===== src/mem_pkg.sv =====
// memory map shared definitions
package mem_pkg;

    // download image layout
    localparam int unsigned HEADER_LEN    = 32;          // header bytes, kept out of sdram
    localparam logic [4:0]  HDR_CFG_ADDR  = 5'h10;       // configuration flags
    localparam logic [4:0]  HDR_GAME_ADDR = 5'h18;       // game id

    // first byte of the graphics bank, counted after the header
    localparam logic [24:0] GFX_START = 25'h00_0400;

    // sdram word port
    localparam int SDRAM_AW = 22;
    localparam int SDRAM_DW = 16;

    // scroll fetch slots
    localparam int SLOT_AW = 17;
    localparam int SLOT_DW = 32;
    localparam int MAP_AW  = 19;    // three bank bits over a 16-bit offset

    // graphics read bank arbiter
    typedef enum logic [1:0] {
        idle,
        wait_ack,
        wait_data
    } arb_state_e;

endpackage

===== src/gfx_slot_if.sv =====
// graphics fetch slot
`timescale 1ns/1ns

interface gfx_slot_if #(
    parameter int AW = mem_pkg::SLOT_AW
);
    logic [AW-1:0]               addr;
    logic                        cs;    // level, held by the client
    logic                        ok;
    logic [mem_pkg::SLOT_DW-1:0] data;

    modport client (
        output addr,
        output cs,
        input  ok,
        input  data
    );

    modport server (
        input  addr,
        input  cs,
        output ok,
        output data
    );

endinterface


===== src/mem_map_top.sv =====
// arcade memory map top
`timescale 1ns/1ns

module mem_map_top (
    input  logic                         clk,
    input  logic                         rst,
    // rom download
    input  logic                         downloading,
    input  logic [24:0]                  ioctl_addr,
    input  logic [7:0]                   ioctl_dout,
    input  logic                         ioctl_wr,
    output logic                         dwnld_busy,
    output logic [7:0]                   game_id,
    output logic                         dec_en,
    // sdram programming port
    output logic [mem_pkg::SDRAM_AW-1:0] prog_addr,
    output logic [mem_pkg::SDRAM_DW-1:0] prog_data,
    output logic [1:0]                   prog_ba,
    output logic                         prog_we,
    input  logic                         prog_ack,
    // video timing and tile banking
    input  logic                         lvbl,
    input  logic [8:0]                   vrender,
    input  logic [5:0]                   tile_bank,
    // scroll fetches
    input  logic [mem_pkg::SLOT_AW-1:0]  scr1_addr,
    input  logic                         scr1_cs,
    output logic                         scr1_ok,
    output logic [mem_pkg::SLOT_DW-1:0]  scr1_data,
    input  logic [mem_pkg::SLOT_AW-1:0]  scr2_addr,
    input  logic                         scr2_cs,
    output logic                         scr2_ok,
    output logic [mem_pkg::SLOT_DW-1:0]  scr2_data,
    // graphics read bank
    output logic [mem_pkg::SDRAM_AW-1:0] sdram_addr,
    output logic                         sdram_req,
    input  logic                         sdram_ack,
    input  logic                         sdram_dst,
    input  logic                         sdram_rdy,
    input  logic [mem_pkg::SDRAM_DW-1:0] sdram_data
);
    logic header;
    logic single_bank;

    gfx_slot_if #(.AW(mem_pkg::SLOT_AW)) scr1_if ();
    gfx_slot_if #(.AW(mem_pkg::SLOT_AW)) scr2_if ();
    gfx_slot_if #(.AW(mem_pkg::MAP_AW))  map1_if ();    // banked, toward the arbiter
    gfx_slot_if #(.AW(mem_pkg::MAP_AW))  map2_if ();

    assign scr1_if.addr = scr1_addr;
    assign scr1_if.cs   = scr1_cs;
    assign scr1_ok      = scr1_if.ok;
    assign scr1_data    = scr1_if.data;
    assign scr2_if.addr = scr2_addr;
    assign scr2_if.cs   = scr2_cs;
    assign scr2_ok      = scr2_if.ok;
    assign scr2_data    = scr2_if.data;

    rom_header_regs u_hdr (
        .clk         (clk),
        .rst         (rst),
        .header      (header),
        .ioctl_wr    (ioctl_wr),
        .ioctl_addr  (ioctl_addr[4:0]),
        .ioctl_dout  (ioctl_dout),
        .game_id     (game_id),
        .single_bank (single_bank),
        .dec_en      (dec_en)
    );

    rom_loader u_loader (
        .clk         (clk),
        .rst         (rst),
        .downloading (downloading),
        .ioctl_addr  (ioctl_addr),
        .ioctl_dout  (ioctl_dout),
        .ioctl_wr    (ioctl_wr),
        .header      (header),
        .prog_addr   (prog_addr),
        .prog_data   (prog_data),
        .prog_ba     (prog_ba),
        .prog_we     (prog_we),
        .prog_ack    (prog_ack),
        .dwnld_busy  (dwnld_busy)
    );

    gfx_bank_map u_map (
        .lvbl        (lvbl),
        .vrender     (vrender),
        .tile_bank   (tile_bank),
        .single_bank (single_bank),
        .scr1        (scr1_if.server),
        .scr2        (scr2_if.server),
        .map1        (map1_if.client),
        .map2        (map2_if.client)
    );

    rom_slot_arbiter u_arb (
        .clk         (clk),
        .rst         (rst),
        .slot0       (map1_if.server),
        .slot1       (map2_if.server),
        .sdram_addr  (sdram_addr),
        .sdram_req   (sdram_req),
        .sdram_ack   (sdram_ack),
        .sdram_dst   (sdram_dst),
        .sdram_rdy   (sdram_rdy),
        .sdram_data  (sdram_data)
    );

endmodule


===== src/rom_slot_arbiter.sv =====
// two slot cached rom read arbiter
`timescale 1ns/1ns

module rom_slot_arbiter (
    input  logic                         clk,
    input  logic                         rst,
    gfx_slot_if.server                   slot0,
    gfx_slot_if.server                   slot1,
    output logic [mem_pkg::SDRAM_AW-1:0] sdram_addr,
    output logic                         sdram_req,
    input  logic                         sdram_ack,
    input  logic                         sdram_dst,
    input  logic                         sdram_rdy,
    input  logic [mem_pkg::SDRAM_DW-1:0] sdram_data
);
    mem_pkg::arb_state_e state;

    logic [mem_pkg::MAP_AW-1:0]   slot_addr  [2];
    logic [1:0]                   slot_cs;
    logic [mem_pkg::MAP_AW-1:0]   cache_addr [2];
    logic [mem_pkg::SLOT_DW-1:0]  cache_data [2];
    logic [1:0]                   cache_vld;
    logic [1:0]                   hit;
    logic [1:0]                   miss;
    logic [1:0]                   fill;       // burst for this slot ends now
    logic [1:0]                   ok_r;
    logic [mem_pkg::MAP_AW-1:0]   req_addr;
    logic [mem_pkg::SDRAM_DW-1:0] first_word;
    logic                         sel;        // slot owning the burst
    logic                         rr;         // preferred slot on a double miss
    logic                         grant;
    logic                         burst_end;

    assign slot_addr[0] = slot0.addr;
    assign slot_addr[1] = slot1.addr;
    assign slot_cs      = {slot1.cs, slot0.cs};

    assign burst_end = (state == mem_pkg::wait_data) && sdram_rdy;

    always_comb begin
        for (int i = 0; i < 2; i++) begin
            hit[i]  = cache_vld[i] && (cache_addr[i] == slot_addr[i]);
            miss[i] = slot_cs[i] && !hit[i];
            fill[i] = burst_end && (sel == 1'(i)) && (req_addr == slot_addr[i]);
        end
    end

    assign grant = (miss == 2'b11) ? rr : miss[1];

    // two words per entry, one burst in flight
    always_ff @(posedge clk) begin
        if (rst) begin
            state     <= mem_pkg::idle;
            sdram_req <= 1'b0;
            sel       <= 1'b0;
            rr        <= 1'b0;
            cache_vld <= '0;
        end else begin
            case (state)
                mem_pkg::idle: begin
                    if (|miss) begin
                        sel       <= grant;
                        sdram_req <= 1'b1;
                        state     <= mem_pkg::wait_ack;
                    end
                end
                mem_pkg::wait_ack: begin
                    if (sdram_ack) begin
                        sdram_req <= 1'b0;
                        state     <= mem_pkg::wait_data;
                    end
                end
                mem_pkg::wait_data: begin
                    if (sdram_rdy) begin
                        cache_vld[sel] <= 1'b1;
                        rr             <= ~sel;     // other slot goes first next time
                        state          <= mem_pkg::idle;
                    end
                end
                default: state <= mem_pkg::idle;
            endcase
        end
    end

    always_ff @(posedge clk) begin
        if (state == mem_pkg::idle && |miss) begin
            req_addr <= slot_addr[grant];
        end
        if (sdram_dst) begin
            first_word <= sdram_data;   // low half
        end
        if (burst_end) begin
            cache_addr[sel] <= req_addr;
            cache_data[sel] <= {sdram_data, first_word};
        end
    end

    always_ff @(posedge clk) begin
        if (rst) begin
            ok_r <= '0;
        end else begin
            ok_r <= slot_cs & (hit | fill);
        end
    end

    // ok drops as soon as the slot moves off the cached address
    assign slot0.ok   = ok_r[0] && hit[0];
    assign slot1.ok   = ok_r[1] && hit[1];
    assign slot0.data = cache_data[0];
    assign slot1.data = cache_data[1];

    // word address is the mapped 32-bit address doubled
    assign sdram_addr = {{(mem_pkg::SDRAM_AW - mem_pkg::MAP_AW - 1){1'b0}}, req_addr, 1'b0};

endmodule


===== src/gfx_bank_map.sv =====
// scroll tile bank mapping
`timescale 1ns/1ns

module gfx_bank_map (
    input  logic       lvbl,
    input  logic [8:0] vrender,
    input  logic [5:0] tile_bank,
    input  logic       single_bank,
    gfx_slot_if.server scr1,
    gfx_slot_if.server scr2,
    gfx_slot_if.client map1,
    gfx_slot_if.client map2
);
    logic gfx_win;

    // bank bits placed above the 16-bit tile offset
    function automatic logic [2:0] bank_sel(
        input logic       hi,
        input logic       flat,
        input logic [5:0] banks
    );
        logic [2:0] sel;
        if (flat) begin
            sel = {2'b00, hi};
        end else if (hi) begin
            sel = banks[5:3];
        end else begin
            sel = banks[2:0];
        end
        return sel;
    endfunction

    // fetches allowed in blanking and on the first and last lines
    assign gfx_win = lvbl || (vrender == 9'd0) || vrender[8];

    assign map1.addr = {bank_sel(scr1.addr[16], single_bank, tile_bank), scr1.addr[15:0]};
    assign map1.cs   = scr1.cs && gfx_win;
    assign scr1.ok   = map1.ok;
    assign scr1.data = map1.data;

    assign map2.addr = {bank_sel(scr2.addr[16], single_bank, tile_bank), scr2.addr[15:0]};
    assign map2.cs   = scr2.cs && gfx_win;
    assign scr2.ok   = map2.ok;
    assign scr2.data = map2.data;

endmodule


===== src/rom_loader.sv =====
// rom download to sdram word writer
`timescale 1ns/1ns

module rom_loader (
    input  logic        clk,
    input  logic        rst,
    input  logic        downloading,
    input  logic [24:0] ioctl_addr,
    input  logic [7:0]  ioctl_dout,
    input  logic        ioctl_wr,
    output logic        header,
    output logic [21:0] prog_addr,
    output logic [15:0] prog_data,
    output logic [1:0]  prog_ba,
    output logic        prog_we,
    input  logic        prog_ack,
    output logic        dwnld_busy
);
    logic [24:0] offset;    // byte offset past the header
    logic [24:0] bank_off;  // byte offset inside the chosen bank
    logic        in_gfx;
    logic        body_wr;
    logic        word_done;
    logic [7:0]  low_byte;

    assign header = downloading && (ioctl_addr < 25'(mem_pkg::HEADER_LEN));

    assign offset    = ioctl_addr - 25'(mem_pkg::HEADER_LEN);
    assign in_gfx    = offset >= mem_pkg::GFX_START;
    assign bank_off  = in_gfx ? offset - mem_pkg::GFX_START : offset;
    assign body_wr   = downloading && ioctl_wr && !header;
    assign word_done = body_wr && offset[0];    // upper byte closes the word

    // even byte waits here for its partner
    always_ff @(posedge clk) begin
        if (body_wr && !offset[0]) begin
            low_byte <= ioctl_dout;
        end
    end

    always_ff @(posedge clk) begin
        if (word_done) begin
            prog_data <= {ioctl_dout, low_byte};
            prog_addr <= bank_off[22:1];            // byte offset halved
            prog_ba   <= in_gfx ? 2'd1 : 2'd0;
        end
    end

    // write request lives until the sdram side takes it
    always_ff @(posedge clk) begin
        if (rst) begin
            prog_we <= 1'b0;
        end else if (word_done) begin
            prog_we <= 1'b1;
        end else if (prog_ack) begin
            prog_we <= 1'b0;
        end
    end

    // host holds off the next pair while a word is pending
    assign dwnld_busy = prog_we;

endmodule


===== src/rom_header_regs.sv =====
// rom header configuration registers
`timescale 1ns/1ns

module rom_header_regs (
    input  logic       clk,
    input  logic       rst,
    input  logic       header,
    input  logic       ioctl_wr,
    input  logic [4:0] ioctl_addr,
    input  logic [7:0] ioctl_dout,
    output logic [7:0] game_id,
    output logic       single_bank,
    output logic       dec_en
);
    logic [1:0] dec_flags;  // decoder type bits of the cfg byte
    logic       hdr_wr;

    assign hdr_wr = header && ioctl_wr;

    always_ff @(posedge clk) begin
        if (rst) begin
            dec_flags <= '0;
            game_id   <= '0;
        end else if (hdr_wr) begin
            if (ioctl_addr == mem_pkg::HDR_CFG_ADDR) begin
                dec_flags <= ioctl_dout[1:0];
            end
            if (ioctl_addr == mem_pkg::HDR_GAME_ADDR) begin
                game_id <= ioctl_dout;
            end
        end
    end

    // games with id bit 4 set use one flat tile bank
    always_ff @(posedge clk) begin
        if (rst) begin
            single_bank <= 1'b0;
        end else begin
            single_bank <= game_id[4];
        end
    end

    assign dec_en = |dec_flags;     // any decoder present

endmodule


===== config.mk =====
export PLATFORM = sky130hd
export DESIGN_NAME = mem_map_top
export DESIGN_NICKNAME = d
export VERILOG_FILES = /design/src/mem_pkg.sv /design/src/gfx_slot_if.sv /design/src/mem_map_top.sv /design/src/rom_slot_arbiter.sv /design/src/gfx_bank_map.sv /design/src/rom_loader.sv /design/src/rom_header_regs.sv
export SDC_FILE = /design/constraint.sdc
export NUM_CORES = 1
export LEC_CHECK = 0
export ABC_AREA = 1
export BUFFER_PORTS_ARGS = -buffer_cell sky130_fd_sc_hd__buf_2
export CORE_MARGIN = 2
export CORE_UTILIZATION = 39
export DETAILED_ROUTE_END_ITERATION = 16
export GPL_TIMING_DRIVEN = 0
export SETUP_SLACK_MARGIN = 0.3
export SYNTH_ARGS = -nofsm -noshare
export SYNTH_HDL_FRONTEND = slang
export SYNTH_SLANG_ARGS = --single-unit

===== constraint.sdc =====
create_clock -name clk -period 4.7 [get_ports clk]
set_input_delay 0.235 -clock clk [delete_from_list [all_inputs] [get_ports clk]]
set_output_delay 0.235 -clock clk [all_outputs]
set_load 0.1 [all_outputs]

==> reports/qor.csv <==
metric;value;unit
fin_hold_ws;0.0261;ns
dr_wl_met3;2010;um
pwr_density_cell;369;nW/um2
min_period;2.77;ns
synth_cells;938;
drt-met1-wl;10300;um
worstSkewPairLatency;0.50;ns
end_kind;output port;
p_leak;5.38;nW
setup_ws;1.93;ns
antenna_found_initial;2;
netlist_area;9610;um2
hold_viol;0;
final_core_util;51.1;%
drive_above_1_share;28.2;%
worst_hold_path_type;in -> reg;
dp_worst_setup_slack;1.93;ns
clock.fmax;361;MHz
syn_to_final_growth;28.9;%
cts_buffers;23;
setup.worst_path.start_class;register;
dieArea;25900;um2
h-tree-depth;1;
setup_viol;0;
placed_area;11400;um2
antenna_left;0;
cts_root_buf;clkbuf_16;
crit_arrival;2.54;ns
io_buffers;243;
period_share;59.0;%
numClockSinks;205;
stdcell_area;12400;um2
yosys_warnings;0;
dr_total_vias;7372;
clock_path_buffers;3;
grt_pass1_wl;37900;um
core-area;24200;um2
drv_slew;0;
crit_type;reg -> out;
first_pass_iters;7;
io_pins;249;
grt_max_degree;40;
gr-total-overflow;0;
wire_per_inst;15.5;um
dr.max_layer_used;met5;
cts_hold_buf;29;
drc_errors;0;
grt_usage;18.7;%
die_w;161;um
cts_tree;done;
rows;57;
ys_seq_elements;205;
initial_core_util;39.6;%
critPathRequiredTime;4.47;ns
grt_pass1_vias;7177;
dpl.hpwl;18600;um
fin_skew;0.0142;ns
tns;0;ns
nNetsFinal;1354;
status;complete, no violations;
worst_pin_slew;1.01;ns
wl_met2;11600;um
peakVddDrop;0.271;mV
avgSynthCellArea;10.2;um2
wl;24500;um
cts_setup_buffers;0;
synth.distinct_cells;46;
drt-initial-drc-count;476;
yosysSeqAreaShare;61.9;%
slew_headroom;32.7;%
via_per_inst;4.66;
rsz0062_at_grt;no;
ctsResizeCount;0;
path_clk_slew;0.06;ns
drv_cap;0;
cp_max_fo;7;
gp_congestion;0.863;
dieHeight;161;um
-- through the flow --
stage	instances	total power, mW
after floorplan	941	2.65
final	1582	4.57
after global routing	1582	4.75
after CTS	1581	4.62
after detailed placement	1512	2.85
after global placement	1508	2.84
-- area by class of cell --
type	instances	area (um2)
Fill cell	2250	11900
Sequential cell	205	5950
Multi-Input combinational cell	582	3070
Timing Repair Buffer	276	1600
Clock buffer	33	674
Inverter	142	533
Tap cell	324	405
Buffer	12	87.6
Clock inverter	7	66.3
Antenna cell	1	2.50
-- Yosys cell counts, drive strengths merged --
master	instances	share of area, %
a211oi	1	0.078
a21boi	6	0.47
a21oi	23	1.2
a221oi	3	0.27
and2	1	0.065
and3	1	0.065
buf	9	0.78
clkbuf	3	0.13
clkinv	1	0.039
conb	1	0.039
dfxtp	21	4.4
edfxtp	184	57
ha	3	0.39
inv	141	5.5
nand2	256	11
nand3	40	2.3
nand3b	9	0.70
nand4	15	1.0
nor2	99	5.3
nor3	11	0.57
nor3b	1	0.078
nor4	6	0.39
nor4b	1	0.091
o2111ai	5	0.46
o211ai	2	0.16
o21a	2	0.16
o21ai	39	2.1
or2	12	0.78
xnor2	19	1.7
xor2	23	2.5
-- power by group --
group          switching (mW)  total (mW)  leakage (nW)  internal (mW)
Clock                   0.691        1.74         0.367           1.05
Combinational           0.540       0.710          3.15          0.169
Sequential             0.0494        2.12          1.86           2.07
-- per-layer routing --
metal  vias to the layer above  track usage [%]
met5                         -                0
met4                         2             5.28
met3                        41             4.88
met2                       242             31.4
met1                      3386             24.0
li1                       3701                -
-- state kept, by name, indices dropped and copies added (netlist names) --
register	flops
u_loader.low_byte	8
u_loader.prog_addr	22
u_arb.cache_vld	2
u_arb.state	2
u_arb.sdram_req	1
u_hdr.game_id	8
u_loader.prog_data	16
u_arb.first_word	16
u_arb.rr	1
u_hdr.single_bank	1
u_arb.ok_r	2
u_arb.cache_addr	38
u_loader.dwnld_busy	1
u_loader.prog_ba	1
u_arb.sel	1
u_hdr.dec_flags	2
u_arb.req_addr	19
u_arb.cache_data	64
-- kinds of logic (layout without fill, tap and decap cells) --
group | after synthesis | count (layout) | share of synthesized area, %
AND/OR/NAND/NOR | 452 | 452 | 22.1
XOR/XNOR | 42 | 42 | 4.26
buffers and inverters | 154 | 470 | 6.46
adder cells (fa/ha/maj) | 3 | 3 | 0.391
other | 1 | 5 | 0.0390
AO/OA/AOI/OAI | 81 | 81 | 4.86
flip-flops | 205 | 205 | 61.9
-- placed cells by master (no fill, tap or decap), types with 4 or more instances in the layout --
master           n
nand2_4          5
xor2_1          19
conb_1           4
nor2_2           9
nand3_1         38
nand2_1        239
nor4_1           6
a21boi_1         5
nor2_1          76
clkbuf_16       24
inv_1          137
nor2_4          11
dlygate4sd3_1   29
clkbuf_8         4
o21ai_1         11
nand2_2         12
xnor2_1         19
nand3b_1         9
or2_2           11
a21oi_1         23
o2111ai_1        5
edfxtp_1       184
nand4_1         14
dfxtp_1         21
clkbuf_1         7
buf_4            7
nor3_1          11
o21ai_0         27
buf_2          243
inv_2            4
-- worst paths after layout --
path / slack (ns) / startpoint / depth (start not counted) / endpoint
setup / recovery: 1.93 / u_hdr.single_bank$_SDFF_PP0_ / 8 / scr1_ok
hold / removal: 0.03 / sdram_ack / 3 / u_arb.state[0]$_SDFFE_PP0P_
setup reg to reg: 2.07 / u_hdr.single_bank$_SDFF_PP0_ / 12 / u_arb.req_addr[12]$_DFFE_PP_
hold reg to reg: 0.42 / u_loader.low_byte[2]$_DFFE_PP_ / 0 / u_loader.prog_data[2]$_DFFE_PP_
-- worst max-delay path, cell delays in order, from the launching register on --
cell	delay [ns]
dfxtp_1	0.35
inv_2	0.12
nand2_1	0.10
o211ai_1	0.27
nand2_1	0.11
nor4b_1	0.37
nand3_1	0.18
nor2_1	0.11
buf_2	0.43
Power figures use the tool's default switching activity.
